===== config.mk =====
export PLATFORM = sky130hd
export DESIGN_NAME = sipoCtrlRegs
export DESIGN_NICKNAME = d
export VERILOG_FILES = /design/src/sipoPkg.sv /design/src/sipoCtrlRegs.sv
export SDC_FILE = /design/constraint.sdc
export NUM_CORES = 1
export LEC_CHECK = 0
export ABC_AREA = 1
export BUFFER_PORTS_ARGS = -buffer_cell sky130_fd_sc_hd__buf_2
export CAP_MARGIN = 15
export CELL_PAD_IN_SITES_DETAIL_PLACEMENT = 1
export CELL_PAD_IN_SITES_GLOBAL_PLACEMENT = 1
export CORE_UTILIZATION = 25
export CTS_BUF_LIST = sky130_fd_sc_hd__clkbuf_8
export DETAILED_ROUTE_END_ITERATION = 10
export PLACE_DENSITY = 0.85
export SLEW_MARGIN = 20
export SYNTH_ARGS = -nofsm -noshare
export SYNTH_HDL_FRONTEND = slang
export SYNTH_SLANG_ARGS = --single-unit

===== constraint.sdc =====
create_clock -name MCLK -period 1.2 [get_ports MCLK]
set_input_delay 0.18 -clock MCLK [delete_from_list [all_inputs] [get_ports MCLK]]
set_output_delay 0.18 -clock MCLK [all_outputs]
set_load 0.02 [all_outputs]

===== src/sipoPkg.sv =====
`default_nettype none

package sipoPkg;

    // ~~~~~~~~~~~~~~~~~~~~~~~~~~~~
    // data path widths
    // ~~~~~~~~~~~~~~~~~~~~~~~~~~~~

    // bit address = byte address and lane select.
    localparam int BitAddrWidth  = 13;
    localparam int ByteAddrWidth = 10;
    localparam int LaneSelWidth  = 3;
    localparam int ByteWidth     = 8;

    // ~~~~~~~~~~~~~~~~~~~~~~~~~~~~
    // register map
    // ~~~~~~~~~~~~~~~~~~~~~~~~~~~~

    localparam int RegAddrWidth = 2;
    localparam int RegDataWidth = 16;

    // frame length in bytes minus one.
    localparam logic [RegAddrWidth-1:0] RegFrameLen = 2'd0;
    // read only.
    localparam logic [RegAddrWidth-1:0] RegStatus   = 2'd1;
    // any write aborts the frame.
    localparam logic [RegAddrWidth-1:0] RegClear    = 2'd2;

    // status word layout.
    localparam int StatusFullBit  = 0;
    localparam int StatusBusyBit  = 1;
    localparam int StatusCountLsb = 2;

endpackage

`default_nettype wire


===== src/sipoCtrlRegs.sv =====
`timescale 1ns/1ns
`default_nettype none

module sipoCtrlRegs
    import sipoPkg::*;
(
    input  logic                     MCLK,
    input  logic                     rstN,

    input  logic                     regWrEn,
    input  logic [RegAddrWidth-1:0]  regAddr,
    input  logic [RegDataWidth-1:0]  regWrData,
    output logic [RegDataWidth-1:0]  regRdData,

    output logic [ByteAddrWidth-1:0] frameLen,
    output logic                     clear,

    input  logic                     frameFull,
    input  logic                     readerBusy,
    input  logic [ByteAddrWidth-1:0] byteCount
);

    // ~~~~~~~~~~~~~~~~~~~~~~~~~~~~
    // register writes
    // ~~~~~~~~~~~~~~~~~~~~~~~~~~~~

    always_ff @(posedge MCLK)
    begin
        if (!rstN)
        begin
            frameLen <= '0;
            clear    <= 1'b0;
        end
        else
        begin
            // single cycle abort.
            clear <= regWrEn && (regAddr == RegClear);
            if (regWrEn && (regAddr == RegFrameLen))
            begin
                frameLen <= regWrData[ByteAddrWidth-1:0];
            end
        end
    end

    // ~~~~~~~~~~~~~~~~~~~~~~~~~~~~
    // readback
    // ~~~~~~~~~~~~~~~~~~~~~~~~~~~~

    always_comb
    begin
        regRdData = '0;
        case (regAddr)
            RegFrameLen:
            begin
                regRdData[ByteAddrWidth-1:0] = frameLen;
            end
            RegStatus:
            begin
                regRdData[StatusFullBit]                  = frameFull;
                regRdData[StatusBusyBit]                  = readerBusy;
                regRdData[StatusCountLsb +: ByteAddrWidth] = byteCount;
            end
            default:
            begin
                regRdData = '0;
            end
        endcase
    end

endmodule

`default_nettype wire


### Word level (Yosys, flattened, before mapping)

Index checks and enable logic that the tools add are counted.
W data, S select, Z words.

| cells by class | value |
|---|---|
| reductions and logical operators | 3 |
| eq/ne operators | 2 |
| mux-type cells | 2 |

Operators by type and width:

| operator | count |
|---|---|
| $pmux W10 S2 | 1 |
| $eq A2 B1 Y1 const B | 1 |
| $eq A2 B2 Y1 const B | 1 |
| $logic_and A1 B1 Y1 | 2 |
| $logic_not A2 Y1 | 1 |
| $mux W2 | 1 |

| word-level totals | value |
|---|---|
| logic and storage cells | 9 |
| bits in registers | 11 |
| bits of input ports | 33 |
| output and inout bits | 27 |

### Depth between registers and ports, before layout

| logic depth | value |
|---|---|
| word-level depth | 2 |
| gate-level depth with buffers | 5 |
| mapped depth without buffers | 4 |

### Worst setup path after synthesis

Ideal clock, no wire load.

| timing path | value |
|---|---|
| path kind | input to output |
| start point | input port regAddr[1] |
| end point | output port regRdData[0] |
| path slack | 0.324 ns |
| stages on the path | 4 |
| buffers on the path | 1 |
| data arrival time | 0.696 ns |
| required time | 1.020 ns |
| cells stage by stage | nor2_4 > buf_2 > nand2_1 > nand2_1 |

| on the way | value |
|---|---|
| cells in the longest elaborated chain, start to end | 2 |
| elaborated cells between the ends (all ways) | 3 |
| classes of those cells | eq/ne: 1; mux: 1; reduce/logical: 1 |

Ends and longest elaborated chain:

| what | line | RTL |
|---|---|---|
| from (decl) | sipoCtrlRegs.sv:11 | `input logic [RegAddrWidth-1:0] regAddr,` |
| $eq A2 B1 Y1 or $logic_not A2 Y1 (tied branches) | sipoCtrlRegs.sv:52 | `case (regAddr)` |
| $pmux W10 S2 * | sipoCtrlRegs.sv:52 |  |
| to (decl) | sipoCtrlRegs.sv:13 | `output logic [RegDataWidth-1:0] regRdData,` |

Mark *: on every way between the ends. The rest lies on a longest branch, timed or not.

### Final worst setup path

| timing path | value |
|---|---|
| start point | register frameLen[2] |
| end point | output port regRdData[2] |

| on the way | value |
|---|---|
| cells in the longest elaborated chain, start to end | 1 |

Ends and longest elaborated chain:

| what | line | RTL |
|---|---|---|
| from (decl) | sipoCtrlRegs.sv:15 | `output logic [ByteAddrWidth-1:0] frameLen,` |
| from (signal assigned) | sipoCtrlRegs.sv:40 | `frameLen <= regWrData[ByteAddrWidth-1:0];` |
| $pmux W10 S2 | sipoCtrlRegs.sv:52 |  |

Every way passes these cells.

==> metrics.md <==
| Metric | Value |
|---|---|
| Status | finished with violations |
| Failing checks | design-rule violations |
| R2R depth | 2 |
| Overflow after GRT | 0 |
| CP endpoint kind | primary output |
| Clock Sinks | 11 |
| Max-slew violation count | 0 |
| Cell area after layout | 0.00103 sq mm |
| Clock Root Buffer | clkbuf_8 |
| Synth Area in Adders | 0% |
| Busiest layer in global routing | met2 |
| Gr usage total | 15.0% |
| Synth top area share | 29.5% |
| Async SR Flop Fraction | 0% |
| Die width | 56.7 um |
| Synth warnings | 0 |
| Placer Congestion | 0.705 |
| FF+latch area | 220 sq um |
| WL/cell | 11.7 um |
| Die area | 0.00321 sq mm |
| Worst hold path class | in2reg |
| DRC | 10 |
| VDD IR-drop max | 0.504 mV |
| Synth Cell Area | 747 sq um |
| Synth area leader | dfxtp_1 |
| Core Region | 0.00281 sq mm |
| Post-synth EDFFs | 0 |
| Main combinational cell family by area after synthesis | simple AND/OR/NAND/NOR gates |
| CTS HTree Levels | 1 |
| WP data required | 1020 ps |
| Ranking of synthesized cells by area | dfxtp_1, nand2_1, nand3_2 |
| Mux contribution to synthesized area | 0% |
| Final hold viol count | 0 |
| Worst setup SP type | register |
| First-pass GRT wire length | 3.84 mm |
| DR iter-0 viols | 48 |
| Vias | 855 |
| Clock buffer depth | 2 |
| Vias in the first global route | 878 |
| Sequential-to-total area share from yosys stat | 29.5% |
| DR pass1 iterations | 7 |
| Nets | 194 |
| Most common library cells after synthesis | nand2_1, inv_1, nor2_1 |
| Ant. Diodes | 0 |
| TritonCTS buffer count | 3 |
| M2 GR Usage | 26.5% |
| Die height | 56.7 um |
| Synth Area in Simple Gates | 45.1% |
| Hold depth | 5 |
| Post-synthesis compound-gate area fraction | 6.70% |
| Leakage power | 0.000602 uW |
| RSZ-0062 raised after global routing | false |
| Layout area overhead | 37.4% |
| Clock skew | 0 ps |
| Clock Latency Late Sink | 230 ps |
| Most instantiated library cell after synthesis | nand2_1 |
| Synth Flop Type | dfxtp_1 |
| Tmin final | 1100 ps |
| Fmax | 0.912 GHz |
| WP data arrival | 920 ps |
| Setup-failing EPs final | 0 |
| Ratio of cells with drive above 1 in the final layout | 42.5% |
| Part of the cycle the worst path needs | 91.4% |
| Pin count of the biggest net entering global routing | 22 |
| HPWL Detailed | 1.83 mm |
| TritonCTS clock tree | yes |
| Post-route ant nets | 0 |
| Vias per cell | 4.48 |
| Port Buf Inserts | 49 |
| Routing usage on met1 | 18.1% |
| Ports | 60 |
| Initial Utilization | 26.6% |
| Fillers | 397 |
| Syn Area/Cell | 6.61 sq um |
| Area of the multi-input gates | 402 sq um |
| WL final | 2.24 mm |
| Count of cell types in the netlist | 13 |
| Max-cap violations | 0 |
| Clk slew on worst S/H paths | 50 ps |
| Power per Cell Area | 995 mW/mm^2 |
| Row count | 19 |
| Initial antenna violation count | 0 |
| Synth Area in XOR/XNOR | 0% |
| Cells after Synth | 113 |
| WS Path Type | reg2out |
| Worst-path fanout max | 3 |
| Met3 usage | 2.30% |
| Setup TNS | 0 ps |
| Placed inst area | 977 sq um |
| FF+latch count, synth | 11 |
## logic make-up (layout without fill, tap and decap cells)
logic type / Yosys count / after routing
simple gates: 66 / 66
compound gates: 10 / 10
buf+inv: 25 / 69
other cells: 1 / 4
flops: 11 / 11
## per-layer routing
layer,vias to the layer above,wire (um),share of wire (%)
li1,436,-,-
met1,379,992,44
met2,34,1100,49
met3,6,102,4.6
met4,0,44,2.0
met5,-,0,0
## per-stage QoR
step	power (uW)	instances	utilization, %	hold slack [ps]	worst slack [ps]
finish	1020	191	36.6	266	103
global route	1070	191	36.6	292	23.4
detailed placement	677	187	34.8	497	18.5
global placement	666	187	34.8	484	59.1
floorplan	590	116	-	319	324
CTS	1030	191	36.4	270	19.9
## power breakdown
group	switching, uW	internal, uW
combinational	173	97.3
clock	127	224
sequential	14.6	385
## worst paths after layout
check,start,to,slack (ps)
max,frameLen[2]$_SDFFE_PN0P_,regRdData[2],100
min,regWrData[8],frameLen[8]$_SDFFE_PN0P_,270
max reg2reg,frameLen[0]$_SDFFE_PN0P_,frameLen[0]$_SDFFE_PN0P_,560
min reg2reg,frameLen[9]$_SDFFE_PN0P_,frameLen[9]$_SDFFE_PN0P_,500
## repair_timing
item	CTS	global route
gates resized for setup	0	1
buffers inserted	0	0
hold buffers	0	0
endpoints found under the setup margin	0	12
## registers in the layout (all words and copies together), names as in the netlist
name	flops
clear	1
frameLen	10
## cells in the final DEF, fill, tap and decap left out
| cell | netlist | layout |
|---|---|---|
| nand3_2 | 10 | 10 |
| nor2_4 | 1 | 1 |
| buf_4 | 6 | 3 |
| conb_1 | 1 | 4 |
| nor2_1 | 12 | 12 |
| nand3_1 | 10 | 10 |
| nand2_1 | 32 | 32 |
| dfxtp_1 | 11 | 11 |
| clkinvlp_4 | 0 | 1 |
| nor3_2 | 1 | 1 |
| a21oi_1 | 10 | 10 |
| inv_1 | 13 | 13 |
| clkbuf_8 | 0 | 3 |
| buf_2 | 4 | 49 |
## worst max-delay path: stages (launching register included)
cell,delay [ps]
dfxtp_1,370
nand2_1,80
nand2_1,70
buf_2,160
## cell type report
class	count	area share, %
Clock buffer	3	4.02
Clock inverter	1	0.366
Inverter	13	5.12
Multi-Input combinational cell	80	39.1
Sequential cell	11	21.5
Tap cell	31	3.78
Timing Repair Buffer	52	26.1
Power figures use the tool's default switching activity.
