$ cat src/sipoPkg.sv
`default_nettype none

package sipoPkg;

    // ~~~~~~~~~~~~~~~~~~~~~~~~~~~~
    // data path widths
    // ~~~~~~~~~~~~~~~~~~~~~~~~~~~~

    // bit address = byte address and lane select.
    localparam int BitAddrWidth  = 13;
    localparam int ByteAddrWidth = 10;
    localparam int LaneSelWidth  = 3;
    localparam int ByteWidth     = 8;

    // ~~~~~~~~~~~~~~~~~~~~~~~~~~~~
    // register map
    // ~~~~~~~~~~~~~~~~~~~~~~~~~~~~

    localparam int RegAddrWidth = 2;
    localparam int RegDataWidth = 16;

    // frame length in bytes minus one.
    localparam logic [RegAddrWidth-1:0] RegFrameLen = 2'd0;
    // read only.
    localparam logic [RegAddrWidth-1:0] RegStatus   = 2'd1;
    // any write aborts the frame.
    localparam logic [RegAddrWidth-1:0] RegClear    = 2'd2;

    // status word layout.
    localparam int StatusFullBit  = 0;
    localparam int StatusBusyBit  = 1;
    localparam int StatusCountLsb = 2;

endpackage

`default_nettype wire

$ cat src/sipoMemIf.sv
`timescale 1ns/1ns
`default_nettype none

interface sipoMemIf
    import sipoPkg::*;
();

    // write side, one bit per enable.
    logic [BitAddrWidth-1:0]  wrAddr;
    logic                     wrData;
    logic                     wrEn;

    // read side, registered byte output.
    logic [ByteAddrWidth-1:0] rdAddr;
    logic                     nRdClkEn;
    logic [ByteWidth-1:0]     rdData;

    modport writer
    (
        output wrAddr,
        output wrData,
        output wrEn
    );

    modport reader
    (
        output rdAddr,
        output nRdClkEn,
        input  rdData
    );

    modport store
    (
        input  wrAddr,
        input  wrData,
        input  wrEn,
        input  rdAddr,
        input  nRdClkEn,
        output rdData
    );

endinterface

`default_nettype wire

$ cat src/sipoReader.sv
`timescale 1ns/1ns
`default_nettype none

module sipoReader
    import sipoPkg::*;
#(
    parameter int FrameMax = 1024
)
(
    input  logic                     MCLK,
    input  logic                     rstN,

    input  logic                     frameFull,
    input  logic [ByteAddrWidth-1:0] frameLen,
    input  logic                     clear,

    output logic                     byteValid,
    output logic [ByteWidth-1:0]     byteData,
    input  logic                     byteReady,
    output logic                     frameDone,

    sipoMemIf.reader                 mem
);

    localparam logic [ByteAddrWidth-1:0] LastByte = ByteAddrWidth'(FrameMax - 1);

    localparam logic [1:0] StIdle   = 2'd0;
    localparam logic [1:0] StPrime  = 2'd1;
    localparam logic [1:0] StStream = 2'd2;

    logic [1:0]               state;
    logic [ByteAddrWidth-1:0] addrCnt;
    logic [ByteAddrWidth-1:0] lenClamped;
    logic [ByteAddrWidth-1:0] endAddr;
    logic                     lastByte;
    logic                     xfer;

    assign lenClamped = (frameLen > LastByte) ? LastByte : frameLen;
    // addrCnt runs one ahead of the byte on the output.
    assign endAddr    = lenClamped + 1'b1;
    assign lastByte   = (addrCnt == endAddr);

    assign byteValid = (state == StStream);
    assign byteData  = mem.rdData;
    assign xfer      = byteValid && byteReady;

    assign mem.rdAddr = addrCnt;

    // ram output is the holding register.
    always_comb
    begin
        case (state)
            StPrime:  mem.nRdClkEn = 1'b0;
            StStream: mem.nRdClkEn = ~(byteReady && !lastByte);
            default:  mem.nRdClkEn = 1'b1;
        endcase
    end

    always_ff @(posedge MCLK)
    begin
        if (!rstN)
        begin
            state     <= StIdle;
            addrCnt   <= '0;
            frameDone <= 1'b0;
        end
        else
        begin
            frameDone <= 1'b0;
            if (clear)
            begin
                state   <= StIdle;
                addrCnt <= '0;
            end
            else
            begin
                case (state)
                    StIdle:
                    begin
                        // frameFull is still high while frameDone pulses.
                        if (frameFull && !frameDone)
                        begin
                            state   <= StPrime;
                            addrCnt <= '0;
                        end
                    end
                    StPrime:
                    begin
                        state   <= StStream;
                        addrCnt <= addrCnt + 1'b1;
                    end
                    StStream:
                    begin
                        if (xfer && lastByte)
                        begin
                            state     <= StIdle;
                            frameDone <= 1'b1;
                        end
                        else if (xfer)
                        begin
                            addrCnt <= addrCnt + 1'b1;
                        end
                    end
                    default:
                    begin
                        state <= StIdle;
                    end
                endcase
            end
        end
    end

endmodule

`default_nettype wire

$ cat src/flat_wrapper.sv
// flat-port wrapper written by rule: the top's interface ports become plain ports
module sipoReader_flat import sipoPkg::*;
#(
    parameter int FrameMax = 1024
)
  (MCLK, rstN, frameFull, frameLen, clear, byteValid, byteData, byteReady, frameDone, mem_rdAddr, mem_nRdClkEn, mem_rdData);
  sipoMemIf mem_i ();
  input  logic MCLK;
  input  logic rstN;
  input  logic frameFull;
  input  logic [ByteAddrWidth-1:0] frameLen;
  input  logic clear;
  output logic byteValid;
  output logic [ByteWidth-1:0] byteData;
  input  logic byteReady;
  output logic frameDone;
  output wire logic [$bits(mem_i.rdAddr)-1:0] mem_rdAddr;
  output wire logic [$bits(mem_i.nRdClkEn)-1:0] mem_nRdClkEn;
  input wire logic [$bits(mem_i.rdData)-1:0] mem_rdData;
  assign mem_rdAddr = mem_i.rdAddr;
  assign mem_nRdClkEn = mem_i.nRdClkEn;
  assign mem_i.rdData = mem_rdData;
  sipoReader #(.FrameMax(FrameMax)) u_core (.MCLK(MCLK), .rstN(rstN), .frameFull(frameFull), .frameLen(frameLen), .clear(clear), .byteValid(byteValid), .byteData(byteData), .byteReady(byteReady), .frameDone(frameDone), .mem(mem_i));
endmodule
$ cat config.mk
export PLATFORM = sky130hd
export DESIGN_NAME = sipoReader_flat
export DESIGN_NICKNAME = d
export VERILOG_FILES = /design/src/sipoPkg.sv /design/src/sipoMemIf.sv /design/src/sipoReader.sv /design/src/flat_wrapper.sv
export SDC_FILE = /design/constraint.sdc
export NUM_CORES = 1
export LEC_CHECK = 0
export ABC_AREA = 1
export BUFFER_PORTS_ARGS = -buffer_cell sky130_fd_sc_hd__buf_2
export CAP_MARGIN = 20
export CORE_UTILIZATION = 35
export DETAILED_ROUTE_END_ITERATION = 16
export GPL_TIMING_DRIVEN = 0
export MAX_ROUTING_LAYER = met4
export PLACE_DENSITY_LB_ADDON = 0.12
export SETUP_SLACK_MARGIN = 0.05
export SLEW_MARGIN = 5
export SYNTH_ARGS = -nofsm -noshare
export SYNTH_HDL_FRONTEND = slang
export SYNTH_SLANG_ARGS = --single-unit
$ cat constraint.sdc
create_clock -name MCLK -period 3.5 [get_ports MCLK]
set_input_delay 0.35 -clock MCLK [delete_from_list [all_inputs] [get_ports MCLK]]
set_output_delay 0.35 -clock MCLK [all_outputs]
set_load 0.02 [all_outputs]
# Yosys cells after proc, flatten, opt, wreduce, memory -nomap -nowiden
# Cells that the tools add are included.
# totals
mem_count,0
input_bits,23
regBits,13
romBits,0
elab_cells,38
latchBits,0
output_inout_bits,21
mem_bits_rw,0
# classes
n_reduce_logical,12
eq_ne,7
mux,10
bitwise,3
div,0
shift,0
n_mul,0
n_addsub,2
n_lt_le_gt_ge,1
# ops
op,count
2-to-1 mux 10 bit,4
case mux 10 bit (3 select lines),1
"adder 10 x 1 -> 10 bit, second input constant",2
equality test 10 bit,1
"greater-than comparator 10 bit, second input constant",1
"!= test 2 bit, second input constant",3
case mux 2 bit (3 select lines),1
logical AND 1 bit,4
2-to-1 mux 2 bit,2
AND reduction 4 bit,1
NOT 1 bit,3
nonzero test 3 bit,1
OR reduction 3 bit,1
"equality test 2 x 1 -> 1 bit, second input constant",1
"equality test 2 bit, second input constant",1
logical NOT 1 bit,2
logical NOT 2 bit,1
"!= test 2 x 1 -> 1 bit, second input constant",1
case mux 1 bit (2 select lines),1
AND reduction 2 bit,1
OR reduction 2 bit,1
2-to-1 mux 1 bit,1

# Logic depth before layout (Yosys ltp)
# logic_depth
ltp_word,8
ltp_mapped,14
mapped_depth_nobuf,14

# Least setup slack after synthesis
# No wires, ideal clock.
# synth_path
kind,in2out
start,input port frameLen[0]
end,output port mem_nRdClkEn
t_arrival_ns,1.616
required_ns,3.150
stages,11
path_buffers,0
slack_ns,1.534
path_cell_list,ha_1 inv_1 nand2_1 nand2_1 nor2_1 nand2_1 nor2_1 nand3_1 nor2_2 a21oi_1 a21oi_1
# synth_between
elab_chain_len,8
# synth_rtl
element,line,source
start: declaration,flat_wrapper.sv:11,input logic [ByteAddrWidth-1:0] frameLen;
greater-than comparator 10 bit,sipoReader.sv:38,assign lenClamped = (frameLen > LastByte) ? LastByte : frameLen;
2-to-1 mux 10 bit (*),sipoReader.sv:38,
adder 10 x 1 -> 10 bit (*),sipoReader.sv:40,assign endAddr = lenClamped + 1'b1;
equality test 10 bit (*),sipoReader.sv:41,assign lastByte = (addrCnt == endAddr);
logical NOT 1 bit (*),sipoReader.sv:54,StStream: mem.nRdClkEn = ~(byteReady && !lastByte);
logical AND 1 bit (*),sipoReader.sv:54,
NOT 1 bit (*),sipoReader.sv:54,
case mux 1 bit (2 select lines) (*),sipoReader.sv:52,case (state)
end: declaration,flat_wrapper.sv:18,output wire logic [$bits(mem_i.nRdClkEn)-1:0] mem_nRdClkEn;
# Mark *: on every way between the ends. The rest lies on a longest branch, timed or not.

# Worst setup path in the final report
# Same ends and word-level chain as after synthesis.

==> out/metrics.yaml <==
status:
  status: "completed"
grt:
  grt_overflow: 0
  grt_pass1_wl_um: 4970
  grt_start_max_net_pins: 11
  grtUsageTotal: 0.183
  number_of_antenna_violations_at_the_first_check_in_global_routing: 0
  number_of_global_route_vias_before_repair: 1187
clock_tree:
  cts_inserted_buffers: 3
  cts-root-buf: "clkbuf_4"
  post_cts_buffers: 0
  cts_hold_buf: 0
  path_clk_slew_ns: 0.08
  htreeDepth: 1
  insertion_delay_ns: 0.29
  cts-root-to-sink-buffers: 2
  cts_num_sinks: 13
  cts_repair_resize_count: 0
  cts_tree: "done"
critical_path:
  critPathArrivalTime_ns: 1.86
  path_delay_family: "simple AND/OR/NAND/NOR gates"
  kind_of_launch_point_of_the_worst_setup_path: "primary input"
  cp_common_cell: "nand2_1"
  worstPathRequired_ns: 3.15
  critical_path.endpoint_type: "primary output"
  crit_chain: "buf_2 -> ha_1 -> nand3_1 -> clkinv_1 -> nand2_1 -> nand2_1 -> nand2_1 -> nor2_1 -> nand3_1 -> nor2_2 -> a21oi_1 -> a21oi_1 -> buf_2"
  timing_worst_setup_path_type: "in -> out"
  critPathBufInv: 3
  slowest_delay_ns: 0.23
  critical_path_peak_fanout: 7
  cell_type_of_the_slowest_stage_on_the_worst_timing_path: "ha_1"
sta:
  max-slew-margin-rel: 0.698
  setup_violations: 0
  hold_viol: 0
  tns_ns: 0
  final_period_minus_worst_setup_slack_ns: 2.21
  timing.final.crit_share: 0.632
  rsz0062_at_grt: "no"
  max_slew_vio_count: 0
  fin_worst_skew_ns: 0.00893
  worst_pin_slew_ns: 0.453
  maxClockFrequency_mhz: 452
die:
  dieWidth_um: 61.9
  initial_core_util: 0.370
  std_cell_rows: 21
  die-area_um2: 3830
  dieHeight_um: 61.9
  design.portCount: 44
  design.core.area_um2: 3390
hold_path:
  hold_path_class: "in -> reg"
place:
  port-buffer-count: 35
  placedCellCount: 293
  finalWeightedCongestion: 0.800
  final_hpwl_dp_um: 2430
synthesis:
  synth.ff_latch_count: 13
  synthMuxAreaShare: 0
  dominantRegCellSynth: "dfxtp_1"
  synth_xor_xnor_area_share: 0.0419
  yosys.cell_types.count: 26
  area_fraction_in_compound_gates_after_synthesis: 0.104
  mappedNetlistArea_um2: 1250
  synth-adder-area-share: 0.0599
  synth_fp_nets: 241
  number_of_enable_flip_flop_cells_after_synthesis: 0
  synthArstFlopShare: 0
  seq_area_frac_synth: 0.208
  yosys_warnings: 0
  synth_top_family_by_area: "simple AND/OR/NAND/NOR gates"
  synth-simple-area-share: 0.419
  netlist_instances: 212
  synthesis.area_per_instance_um2: 5.91
routing:
  drt_drc_violations_left: 0
  num_vias: 1342
  post_drt_via_cell_ratio: 4.52
  average_wire_per_standard_cell_um: 10.1
  dr.first_iter.drc_count: 85
  antenna_left: 0
  firstDrtPassIters: 4
  wl_um: 3010
cells_and_area:
  filler_cell_count: 397
  final-instance-count-excl-fill: 297
  layout-drive-gt1-share: 0.227
  layout-area-overhead-vs-synth_pct: 20.7
  finalNetCount: 281
  number_of_inserted_diodes: 0
power:
  power.ir.vdd_worst_uv: 161
  total_power_w: 0.000353
  power_leakage_nw: 0.719
  cellPowerDensity_nw_per_um2: 234
run:
  maxCapViolations: 0
-- state kept, by name (all words and copies together) (netlist names) --
register,flops
u_core.mem.rdAddr,10
u_core.frameDone,1
u_core.state,2
-- cells in the mapped netlist, types with 2 or more instances --
library cell,count,area [um^2]
ha_1,6,75.1
nor2_1,14,52.6
a211oi_1,2,15.0
nand4_1,4,25.0
clkbuf_1,2,7.51
nand3_1,23,115
xor2_1,4,35.0
xnor2_1,2,17.5
o21ai_0,2,10.0
dfxtp_1,13,260
nor3_1,3,15.0
nand2_1,62,233
inv_1,31,116
a21oi_1,21,105
nor2_2,3,18.8
inv_2,3,11.3
buf_4,8,60.1
-- cells in the final DEF, fill, tap and decap left out, types with 2 or more instances in the layout --
| cell | synthesis | final |
|---|---|---|
| a211oi_1 | 2 | 2 |
| a21oi_1 | 21 | 21 |
| buf_2 | 0 | 35 |
| buf_4 | 8 | 8 |
| clkbuf_1 | 2 | 3 |
| clkbuf_4 | 0 | 3 |
| dfxtp_1 | 13 | 13 |
| ha_1 | 6 | 6 |
| inv_1 | 31 | 31 |
| inv_2 | 3 | 3 |
| nand2_1 | 62 | 62 |
| nand3_1 | 23 | 23 |
| nand4_1 | 4 | 4 |
| nor2_1 | 14 | 14 |
| nor2_2 | 3 | 3 |
| nor3_1 | 3 | 3 |
| o21ai_0 | 2 | 2 |
| xnor2_1 | 2 | 2 |
| xor2_1 | 4 | 4 |
-- final timing paths --
| kind | depth (start not counted) | startpoint | slack, ns | end |
|---|---|---|---|---|
| setup / recovery | 13 | frameLen[0] | 1.29 | mem_nRdClkEn |
| hold / removal | 4 | clear | 0.33 | u_core.state[1] |
| setup reg to reg | 8 | u_core.state[0] | 1.64 | u_core.mem.rdAddr[9] |
| hold reg to reg | 2 | u_core.mem.rdAddr[3] | 0.52 | u_core.mem.rdAddr[3] |
-- metrics by stage --
stage	setup slack, ns	hold WS [ns]	utilization	cell area (um^2)
CTS	1.27	0.322	0.446	1510
floorplan	1.53	0.465	-	1250
finish	1.29	0.326	0.446	1510
global placement	1.28	0.495	0.439	1490
detailed placement	1.28	0.506	0.439	1490
global route	1.05	0.349	0.446	1510
-- cells by family after synthesis --
group,count (synthesis)
AO/OA/AOI/OAI,25
flip-flops,13
XOR/XNOR,6
adder cells (fa/ha/maj),6
buffers and inverters,46
AND/OR/NAND/NOR,116
-- layout make-up --
class	instances	area, um^2	share of cell area
buffer	11	78.8	0.0521
clock buffer	4	26.3	0.0174
inverter	35	131	0.0868
multi-input combinational	153	783	0.518
sequential	13	260	0.172
tap	46	57.6	0.0380
timing repair buffer	35	175	0.116
-- worst register-to-register path, delay by kind of cell (launching register included) --
| family | cells | cell delay [ns] |
|---|---|---|
| flip-flops | 1 | 0.36 |
| AO/OA/AOI/OAI | 3 | 0.51 |
| adder cells (fa/ha/maj) | 1 | 0.24 |
| buffers and inverters | 3 | 0.55 |
| AND/OR/NAND/NOR | 1 | 0.13 |
-- report_power, final --
| group | internal (W) | switching [W] |
|---|---|---|
| Combinational | 0.0000379 | 0.0000661 |
| Clock | 0.0000443 | 0.0000536 |
| Sequential | 0.000150 | 0.00000175 |
| Total | 0.000232 | 0.000121 |
-- metal layers --
| metal | track usage | wire (um) | vias to the layer above | share of wire |
|---|---|---|---|---|
| li1 | - | - | 741 | - |
| met1 | 0.244 | 1550 | 566 | 0.52 |
| met2 | 0.284 | 1290 | 30 | 0.43 |
| met3 | 0.0186 | 111 | 5 | 0.037 |
| met4 | 0.0667 | 48 | 0 | 0.016 |
| met5 | - | 0 | - | 0 |
Note: power is estimated with default switching activity, not from simulation.
