`src/sipoPkg.sv`:
```
`default_nettype none

package sipoPkg;

    // ~~~~~~~~~~~~~~~~~~~~~~~~~~~~
    // data path widths
    // ~~~~~~~~~~~~~~~~~~~~~~~~~~~~

    // bit address = byte address and lane select.
    localparam int BitAddrWidth  = 13;
    localparam int ByteAddrWidth = 10;
    localparam int LaneSelWidth  = 3;
    localparam int ByteWidth     = 8;

    // ~~~~~~~~~~~~~~~~~~~~~~~~~~~~
    // register map
    // ~~~~~~~~~~~~~~~~~~~~~~~~~~~~

    localparam int RegAddrWidth = 2;
    localparam int RegDataWidth = 16;

    // frame length in bytes minus one.
    localparam logic [RegAddrWidth-1:0] RegFrameLen = 2'd0;
    // read only.
    localparam logic [RegAddrWidth-1:0] RegStatus   = 2'd1;
    // any write aborts the frame.
    localparam logic [RegAddrWidth-1:0] RegClear    = 2'd2;

    // status word layout.
    localparam int StatusFullBit  = 0;
    localparam int StatusBusyBit  = 1;
    localparam int StatusCountLsb = 2;

endpackage

`default_nettype wire

```
`src/sipoMemIf.sv`:
```
`timescale 1ns/1ns
`default_nettype none

interface sipoMemIf
    import sipoPkg::*;
();

    // write side, one bit per enable.
    logic [BitAddrWidth-1:0]  wrAddr;
    logic                     wrData;
    logic                     wrEn;

    // read side, registered byte output.
    logic [ByteAddrWidth-1:0] rdAddr;
    logic                     nRdClkEn;
    logic [ByteWidth-1:0]     rdData;

    modport writer
    (
        output wrAddr,
        output wrData,
        output wrEn
    );

    modport reader
    (
        output rdAddr,
        output nRdClkEn,
        input  rdData
    );

    modport store
    (
        input  wrAddr,
        input  wrData,
        input  wrEn,
        input  rdAddr,
        input  nRdClkEn,
        output rdData
    );

endinterface

`default_nettype wire

```
`src/sipoWriter.sv`:
```
`timescale 1ns/1ns
`default_nettype none

module sipoWriter
    import sipoPkg::*;
#(
    parameter int FrameMax = 1024
)
(
    input  logic                     MCLK,
    input  logic                     rstN,

    input  logic                     bitValid,
    input  logic                     bitData,
    output logic                     bitReady,

    input  logic [ByteAddrWidth-1:0] frameLen,
    input  logic                     clear,
    input  logic                     frameDone,
    output logic                     frameFull,
    output logic [ByteAddrWidth-1:0] byteCount,

    sipoMemIf.writer                 mem
);

    localparam logic [ByteAddrWidth-1:0] LastByte = ByteAddrWidth'(FrameMax - 1);

    logic [BitAddrWidth-1:0]  bitCnt;
    logic [ByteAddrWidth-1:0] lenClamped;
    logic [BitAddrWidth-1:0]  lastBit;
    logic                     accept;

    // frame cannot exceed the store.
    assign lenClamped = (frameLen > LastByte) ? LastByte : frameLen;
    assign lastBit    = {lenClamped, {LaneSelWidth{1'b1}}};
    assign accept     = bitValid && bitReady;

    // bit counter doubles as write address.
    assign mem.wrAddr = bitCnt;
    assign mem.wrData = bitData;
    assign mem.wrEn   = accept;

    assign byteCount = bitCnt[BitAddrWidth-1:LaneSelWidth];

    always_ff @(posedge MCLK)
    begin
        if (!rstN)
        begin
            bitCnt    <= '0;
            frameFull <= 1'b0;
            bitReady  <= 1'b0;
        end
        else if (clear || frameDone)
        begin
            bitCnt    <= '0;
            frameFull <= 1'b0;
            bitReady  <= 1'b1;
        end
        else if (accept)
        begin
            bitCnt <= bitCnt + 1'b1;
            // last bit of the frame.
            if (bitCnt == lastBit)
            begin
                frameFull <= 1'b1;
                bitReady  <= 1'b0;
            end
        end
        else
        begin
            bitReady <= ~frameFull;
        end
    end

endmodule

`default_nettype wire

```
`src/flat_wrapper.sv`:
```
// flat-port wrapper written by rule: the top's interface ports become plain ports
module sipoWriter_flat import sipoPkg::*;
#(
    parameter int FrameMax = 1024
)
  (MCLK, rstN, bitValid, bitData, bitReady, frameLen, clear, frameDone, frameFull, byteCount, mem_wrAddr, mem_wrData, mem_wrEn);
  sipoMemIf mem_i ();
  input  logic MCLK;
  input  logic rstN;
  input  logic bitValid;
  input  logic bitData;
  output logic bitReady;
  input  logic [ByteAddrWidth-1:0] frameLen;
  input  logic clear;
  input  logic frameDone;
  output logic frameFull;
  output logic [ByteAddrWidth-1:0] byteCount;
  output wire logic [$bits(mem_i.wrAddr)-1:0] mem_wrAddr;
  output wire logic [$bits(mem_i.wrData)-1:0] mem_wrData;
  output wire logic [$bits(mem_i.wrEn)-1:0] mem_wrEn;
  assign mem_wrAddr = mem_i.wrAddr;
  assign mem_wrData = mem_i.wrData;
  assign mem_wrEn = mem_i.wrEn;
  sipoWriter #(.FrameMax(FrameMax)) u_core (.MCLK(MCLK), .rstN(rstN), .bitValid(bitValid), .bitData(bitData), .bitReady(bitReady), .frameLen(frameLen), .clear(clear), .frameDone(frameDone), .frameFull(frameFull), .byteCount(byteCount), .mem(mem_i));
endmodule
```
`config.mk`:
```
export PLATFORM = sky130hd
export DESIGN_NAME = sipoWriter_flat
export DESIGN_NICKNAME = d
export VERILOG_FILES = /design/src/sipoPkg.sv /design/src/sipoMemIf.sv /design/src/sipoWriter.sv /design/src/flat_wrapper.sv
export SDC_FILE = /design/constraint.sdc
export NUM_CORES = 1
export LEC_CHECK = 0
export BUFFER_PORTS_ARGS = -buffer_cell sky130_fd_sc_hd__buf_2
export CAP_MARGIN = 20
export CORE_MARGIN = 5
export CORE_UTILIZATION = 39
export CTS_CLUSTER_DIAMETER = 80
export DETAILED_ROUTE_END_ITERATION = 8
export PLACE_DENSITY = 0.83
export REMOVE_ABC_BUFFERS = 1
export SLEW_MARGIN = 20
export SYNTH_ARGS = -nofsm -noshare
export SYNTH_HDL_FRONTEND = slang
export SYNTH_SLANG_ARGS = --single-unit
```
`constraint.sdc`:
```
create_clock -name MCLK -period 1.45 [get_ports MCLK]
set_clock_uncertainty 0.2 [all_clocks]
set_input_delay 0.145 -clock MCLK [delete_from_list [all_inputs] [get_ports MCLK]]
set_output_delay 0.145 -clock MCLK [all_outputs]
set_load 0.05 [all_outputs]
```
* Yosys cells after proc, flatten, opt, wreduce, memory -nomap -nowiden
Index checks and enable logic that the tools add are counted.
** Cells by class
- $add $sub $neg :: 1
- Multipliers :: 0
- Div/mod/pow operators :: 0
- Order comparisons :: 1
- Eq/ne operators :: 2
- Shift-type cells :: 0
- Multiplexer cells :: 4
- Bitwise logic cells :: 2
- Reduce and logical (&&, ||, !) cells :: 4
** Operators by type and width (number)
- 13-bit by 1-bit adder with 13-bit output, second input constant :: 1
- 13-bit equality test :: 1
- 10-bit > comparator, second input constant :: 1
- 10-bit two-way mux :: 1
- 1-bit two-way mux :: 3
- 3-bit by 1-bit inequality test with 1-bit output, second input constant :: 1
- 1-bit NOT :: 2
- 2-bit AND reduction :: 1
- 2-bit OR reduction :: 1
- 1-bit logical AND :: 1
- 1-bit logical OR :: 1
** Storage, ports and cells
- Bits in registers :: 15
- Latch bits :: 0
- RAM bits :: 0
- Bits in read-only memories :: 0
- Input bits :: 16
- Output and inout bits :: 27
- Logic and storage cells :: 17
- Memories kept :: 0

* Depth between registers and ports, before layout
- Depth in word-level cells :: 6
- Depth in mapped cells :: 5

* Least setup slack after synthesis
Ideal clock, no wire load.
- Kind :: register -> register
- Start point :: register u_core.bitCnt[3], in the netlist u_core.mem.wrAddr[3]
- End point :: register u_core.bitCnt[9], in the netlist u_core.mem.wrAddr[9]
- Setup time :: 0.070 ns
- Data arrival time :: 1.784 ns
- Setup slack :: -0.604 ns
- Cell stages (with the launch flop) :: 6
- Period minus slack after synthesis :: 2.054 ns
- Path through :: dfxtp_1 -> buf_2 -> and4_4 -> nand2_2 -> or4_1 -> a21oi_1
** Between the ends
- Longest elaborated chain between the ends :: 1
** RTL lines
- from (decl) :: RTL line sipoWriter.sv:28 : logic [BitAddrWidth-1:0] bitCnt;
- from (signal assigned) :: RTL line sipoWriter.sv:61 : bitCnt <= bitCnt + 1'b1;
- 13-bit by 1-bit adder with 13-bit output :: RTL line sipoWriter.sv:61
Every way passes these cells.
A chain may end at the register's enable or synchronous reset.

* Worst setup path after layout
- Start point :: register u_core.bitCnt[3], in the netlist u_core.mem.wrAddr[3]
- End point :: register u_core.bitReady
** Between the ends
- Longest elaborated chain between the ends :: 2
** RTL lines
- 13-bit equality test :: RTL line sipoWriter.sv:63 : if (bitCnt == lastBit)
- 3-bit by 1-bit inequality test with 1-bit output (no source line)
- to (signal assigned) :: RTL line sipoWriter.sv:71 : bitReady <= ~frameFull;
- to (decl) :: RTL line sipoWriter.sv:15 : output logic bitReady,
Every way passes these cells.

==> report_table.html <==
<table>
<tr><th>Metric</th><th>Value</th></tr>
<tr><th colspan="2">Placement</th></tr>
<tr><td>DP Wirelength</td><td>1840 µm</td></tr>
<tr><td>IO buf count</td><td>40</td></tr>
<tr><td>Last weighted congestion value of the routability-driven placer</td><td>0.806</td></tr>
<tr><td>Worst Setup Slack post-DPL</td><td>-221 ps</td></tr>
<tr><th colspan="2">Setup path</th></tr>
<tr><td>Worst r2r path cells</td><td>5</td></tr>
<tr><td>Arrival time of the worst setup path</td><td>1630 ps</td></tr>
<tr><td>Start-to-end type of the worst setup path</td><td>reg2reg</td></tr>
<tr><td>WP data required</td><td>1420 ps</td></tr>
<tr><td>Critical path endpoint category</td><td>register</td></tr>
<tr><td>Worst reg2reg setup slack</td><td>-210 ps</td></tr>
<tr><td>Type of element launching the critical path</td><td>register</td></tr>
<tr><td>Crit-path max FO</td><td>3</td></tr>
<tr><td>Reg-to-Reg End</td><td>u_core.bitReady$_SDFFE_PN0P_</td></tr>
<tr><td>Critical register-to-register path startpoint</td><td>u_core.mem.wrAddr[3]$_SDFFE_PP0P_</td></tr>
<tr><th colspan="2">Hold path</th></tr>
<tr><td>Worst hold path type</td><td>in2reg</td></tr>
<tr><td>Worst-case hold path end point</td><td>u_core.mem.wrAddr[1]$_SDFFE_PP0P_</td></tr>
<tr><td>Hold path startpoint</td><td>bitValid</td></tr>
<tr><td>Min-Delay Path Depth</td><td>4</td></tr>
<tr><th colspan="2">Detailed routing</th></tr>
<tr><td>Remaining design rule violation count</td><td>0</td></tr>
<tr><td>Amount of wire on met3 after detailed routing</td><td>206 µm</td></tr>
<tr><td>Initial DRC Count</td><td>21</td></tr>
<tr><td>ANT nets after route</td><td>0</td></tr>
<tr><td>Routed Wire Length</td><td>2550 µm</td></tr>
<tr><td>Met1 layer wirelength in the final routing</td><td>982 µm</td></tr>
<tr><td>Avg Vias per Cell</td><td>4.96</td></tr>
<tr><td>Uppermost routed layer</td><td>met4</td></tr>
<tr><td>Wire length on met2</td><td>1320 µm</td></tr>
<tr><td>Number of iterations in the first detailed-routing pass</td><td>5</td></tr>
<tr><td>Routed len/inst</td><td>13.5 µm</td></tr>
<tr><td>Vias post-DR</td><td>933</td></tr>
<tr><th colspan="2">Floorplanning</th></tr>
<tr><td>FP Rows</td><td>16</td></tr>
<tr><td>Height of the die</td><td>56.4 µm</td></tr>
<tr><td>Full die area</td><td>3180 µm²</td></tr>
<tr><td>Width of the chip</td><td>56.4 µm</td></tr>
<tr><td>Initial cell density of the core</td><td>41.9%</td></tr>
<tr><td>Core area</td><td>2000 µm²</td></tr>
<tr><td>Boundary Pins</td><td>43</td></tr>
<tr><th colspan="2">STA</th></tr>
<tr><td>Setup tns final</td><td>-576 ps</td></tr>
<tr><td>Post-route fraction of the period consumed by the critical path</td><td>114%</td></tr>
<tr><td>Number of max-slew violations in the final report</td><td>0</td></tr>
<tr><td>Maximum operating frequency</td><td>604 MHz</td></tr>
<tr><td>Least-Margin Pin Slew</td><td>316 ps</td></tr>
<tr><td>Clock period minus worst slack</td><td>1660 ps</td></tr>
<tr><td>Hold Worst Slack</td><td>2.34 ps</td></tr>
<tr><td>Unrepaired setup endpoints after global routing</td><td>yes</td></tr>
<tr><td>Max-Slew Margin vs Limit</td><td>78.9%</td></tr>
<tr><td>Hold Fails Final Rpt</td><td>0</td></tr>
<tr><td>Final-report setup violation count</td><td>6</td></tr>
<tr><td>Least setup slack across all paths after layout</td><td>-205 ps</td></tr>
<tr><th colspan="2">CTS</th></tr>
<tr><td>Root buffer cell</td><td>clkbuf_4</td></tr>
<tr><td>H-tree Lvls</td><td>1</td></tr>
<tr><td>Clock transition at path regs</td><td>90 ps</td></tr>
<tr><td>Latest clock arrival within the worst-skew pair</td><td>280 ps</td></tr>
<tr><td>Buffer levels on the longest clock path</td><td>2</td></tr>
<tr><td>Sinks on the clock net</td><td>15</td></tr>
<tr><td>Post-CTS Hold Fix Bufs</td><td>3</td></tr>
<tr><td>TritonCTS clock tree</td><td>yes</td></tr>
<tr><td>CTS buffer count</td><td>3</td></tr>
<tr><th colspan="2">Cells and area</th></tr>
<tr><td>Fraction of final layout cells sized beyond drive strength 1</td><td>60.9%</td></tr>
<tr><td>Diode count</td><td>0</td></tr>
<tr><td>Layout Nets</td><td>179</td></tr>
<tr><td>Area growth from synthesis to layout</td><td>63.6%</td></tr>
<tr><th colspan="2">GRT</th></tr>
<tr><td>First-pass GRT wire length</td><td>4080 µm</td></tr>
<tr><td>Vias in the first global route</td><td>929</td></tr>
<tr><td>GRT Util Overall</td><td>16.2%</td></tr>
<tr><td>Pin count of the biggest net entering global routing</td><td>15</td></tr>
<tr><td>Overflow after GRT</td><td>0</td></tr>
<tr><td>Antenna violations before repair</td><td>0</td></tr>
<tr><th colspan="2">Synth</th></tr>
<tr><td>Post-synthesis cell area</td><td>840 µm²</td></tr>
<tr><td>Register bit count reported by yosys</td><td>15</td></tr>
<tr><td>Avg Synthesized Cell Area</td><td>8.48 µm²</td></tr>
<tr><td>Netlist cell types</td><td>28</td></tr>
<tr><td>Synth warnings</td><td>0</td></tr>
<tr><td>Register area share after synthesis</td><td>35.8%</td></tr>
<tr><td>Gate Count Post-Synth</td><td>99</td></tr>
<tr><th colspan="2">Power</th></tr>
<tr><td>Post-layout total power</td><td>743 µW</td></tr>
<tr><td>Cell leakage power</td><td>0.000659 µW</td></tr>
<tr><td>PwrDens</td><td>541 nW/µm²</td></tr>
<tr><td>Worst vdd ir</td><td>383 µV</td></tr>
<tr><th colspan="2">Outcome</th></tr>
<tr><td>Violated checks</td><td>setup timing</td></tr>
<tr><td>Outcome</td><td>finished with violations</td></tr>
<tr><th colspan="2">Run</th></tr>
<tr><td>Max capacitance violation total</td><td>0</td></tr>
</table>
-- final cells by class --
class | count | area [µm²]
fill | 149 | 628
multi-input combinational | 69 | 509
timing repair buffer | 71 | 475
sequential | 15 | 319
tap | 27 | 33.8
clock buffer | 4 | 26.3
inverter | 2 | 10.0
-- how the worst max path moves through the flow --
stage                                            startpoint                                  to  slack, ps  depth (start not counted)
after global routing      u_core.mem.wrAddr[9]$_SDFFE_PP0P_        u_core.bitReady$_SDFFE_PN0P_       -240                          5
after floorplan           u_core.mem.wrAddr[3]$_SDFFE_PP0P_  u_core.mem.wrAddr[11]$_SDFFE_PP0P_       -980                          4
final                     u_core.mem.wrAddr[3]$_SDFFE_PP0P_        u_core.bitReady$_SDFFE_PN0P_       -210                          5
after global placement    u_core.mem.wrAddr[3]$_SDFFE_PP0P_        u_core.bitReady$_SDFFE_PN0P_       -210                          5
after detailed placement  u_core.mem.wrAddr[3]$_SDFFE_PP0P_        u_core.bitReady$_SDFFE_PN0P_       -220                          5
after CTS                 u_core.mem.wrAddr[6]$_SDFFE_PP0P_        u_core.bitReady$_SDFFE_PN0P_       -190                          5
-- critical path: stages, from the launching register on --
cell and delay, ps:
dfxtp_2 350, xor2_1 160, nor4_2 340, buf_4 170
a32oi_1 90, o31a_1 240
-- sequential cells by signal, summed over array words and instances (netlist names) --
signal and count:
u_core.mem.wrAddr 13, u_core.bitReady 1, u_core.frameFull 1
-- metal layers --
layer,up-vias,global-route usage [%]
met5,-,0
met4,0,6.10
met3,6,5.50
met2,42,30.2
met1,436,16.3
li1,449,-
-- cells in the final DEF, fill, tap and decap left out, drive strengths merged, types with 2 or more instances in the layout --
master | netlist | routed
clkbuf | 0 | 9
and4 | 2 | 2
o31ai | 2 | 2
xor2 | 13 | 13
buf | 13 | 63
nor2 | 11 | 11
or4 | 2 | 2
nor3 | 2 | 2
nand3 | 3 | 3
nor4 | 2 | 2
inv | 2 | 2
xnor2 | 6 | 6
a21oi | 4 | 4
dfxtp | 15 | 15
dlygate4sd3 | 0 | 3
nand4 | 3 | 3
nand2 | 10 | 10
-- repair_timing --
action,4_1_cts,5_1_grt
endpoints found under the hold margin,1,1
resized for setup,23,21
setup buffers,1,3
endpoints found under the setup margin,12,20
pin swaps,5,5
-- synthesized netlist by cell type (all sizes together) --
master	count	area (µm²)
a21oi	4	20.0
a31oi	1	6.26
a32oi	1	8.76
and2	1	6.26
and3	1	6.26
and4	2	20.0
buf	13	91.3
dfxtp	15	300
ha	1	12.5
inv	2	7.51
nand2	10	40.0
nand3	3	15.0
nand4	3	18.8
nor2	11	41.3
nor3	2	10.0
nor4	2	12.5
o21ai	1	5.00
o31a	1	8.76
o31ai	2	15.0
or2	1	6.26
or3	1	6.26
or4	2	15.0
xnor2	6	52.6
xor2	13	114
-- kinds of logic after synthesis --
| logic type | after synthesis | share of synthesized area, % |
|---|---|---|
| buf+inv | 15 | 11.8 |
| flops | 15 | 35.8 |
| xor+xnor | 19 | 19.8 |
| compound gates | 10 | 7.60 |
| fa+ha+maj | 1 | 1.49 |
| simple gates | 39 | 23.5 |
-- metrics by stage --
stage,instances,instance area (µm²),utilization (%)
2_1_floorplan,86,748,-
3_3_place_gp,178,1170,58.4
3_5_place_dp,178,1170,58.4
4_1_cts,186,1300,64.9
5_1_grt,188,1370,68.6
6_report,188,1370,68.6
-- power breakdown --
group / internal (µW) / switching, µW / total (µW)
combinational: 43.5 / 46.1 / 89.6
sequential: 410 / 1.94 / 412
clock: 107 / 135 / 242
total: 560 / 183 / 743
Power figures use the tool's default switching activity.
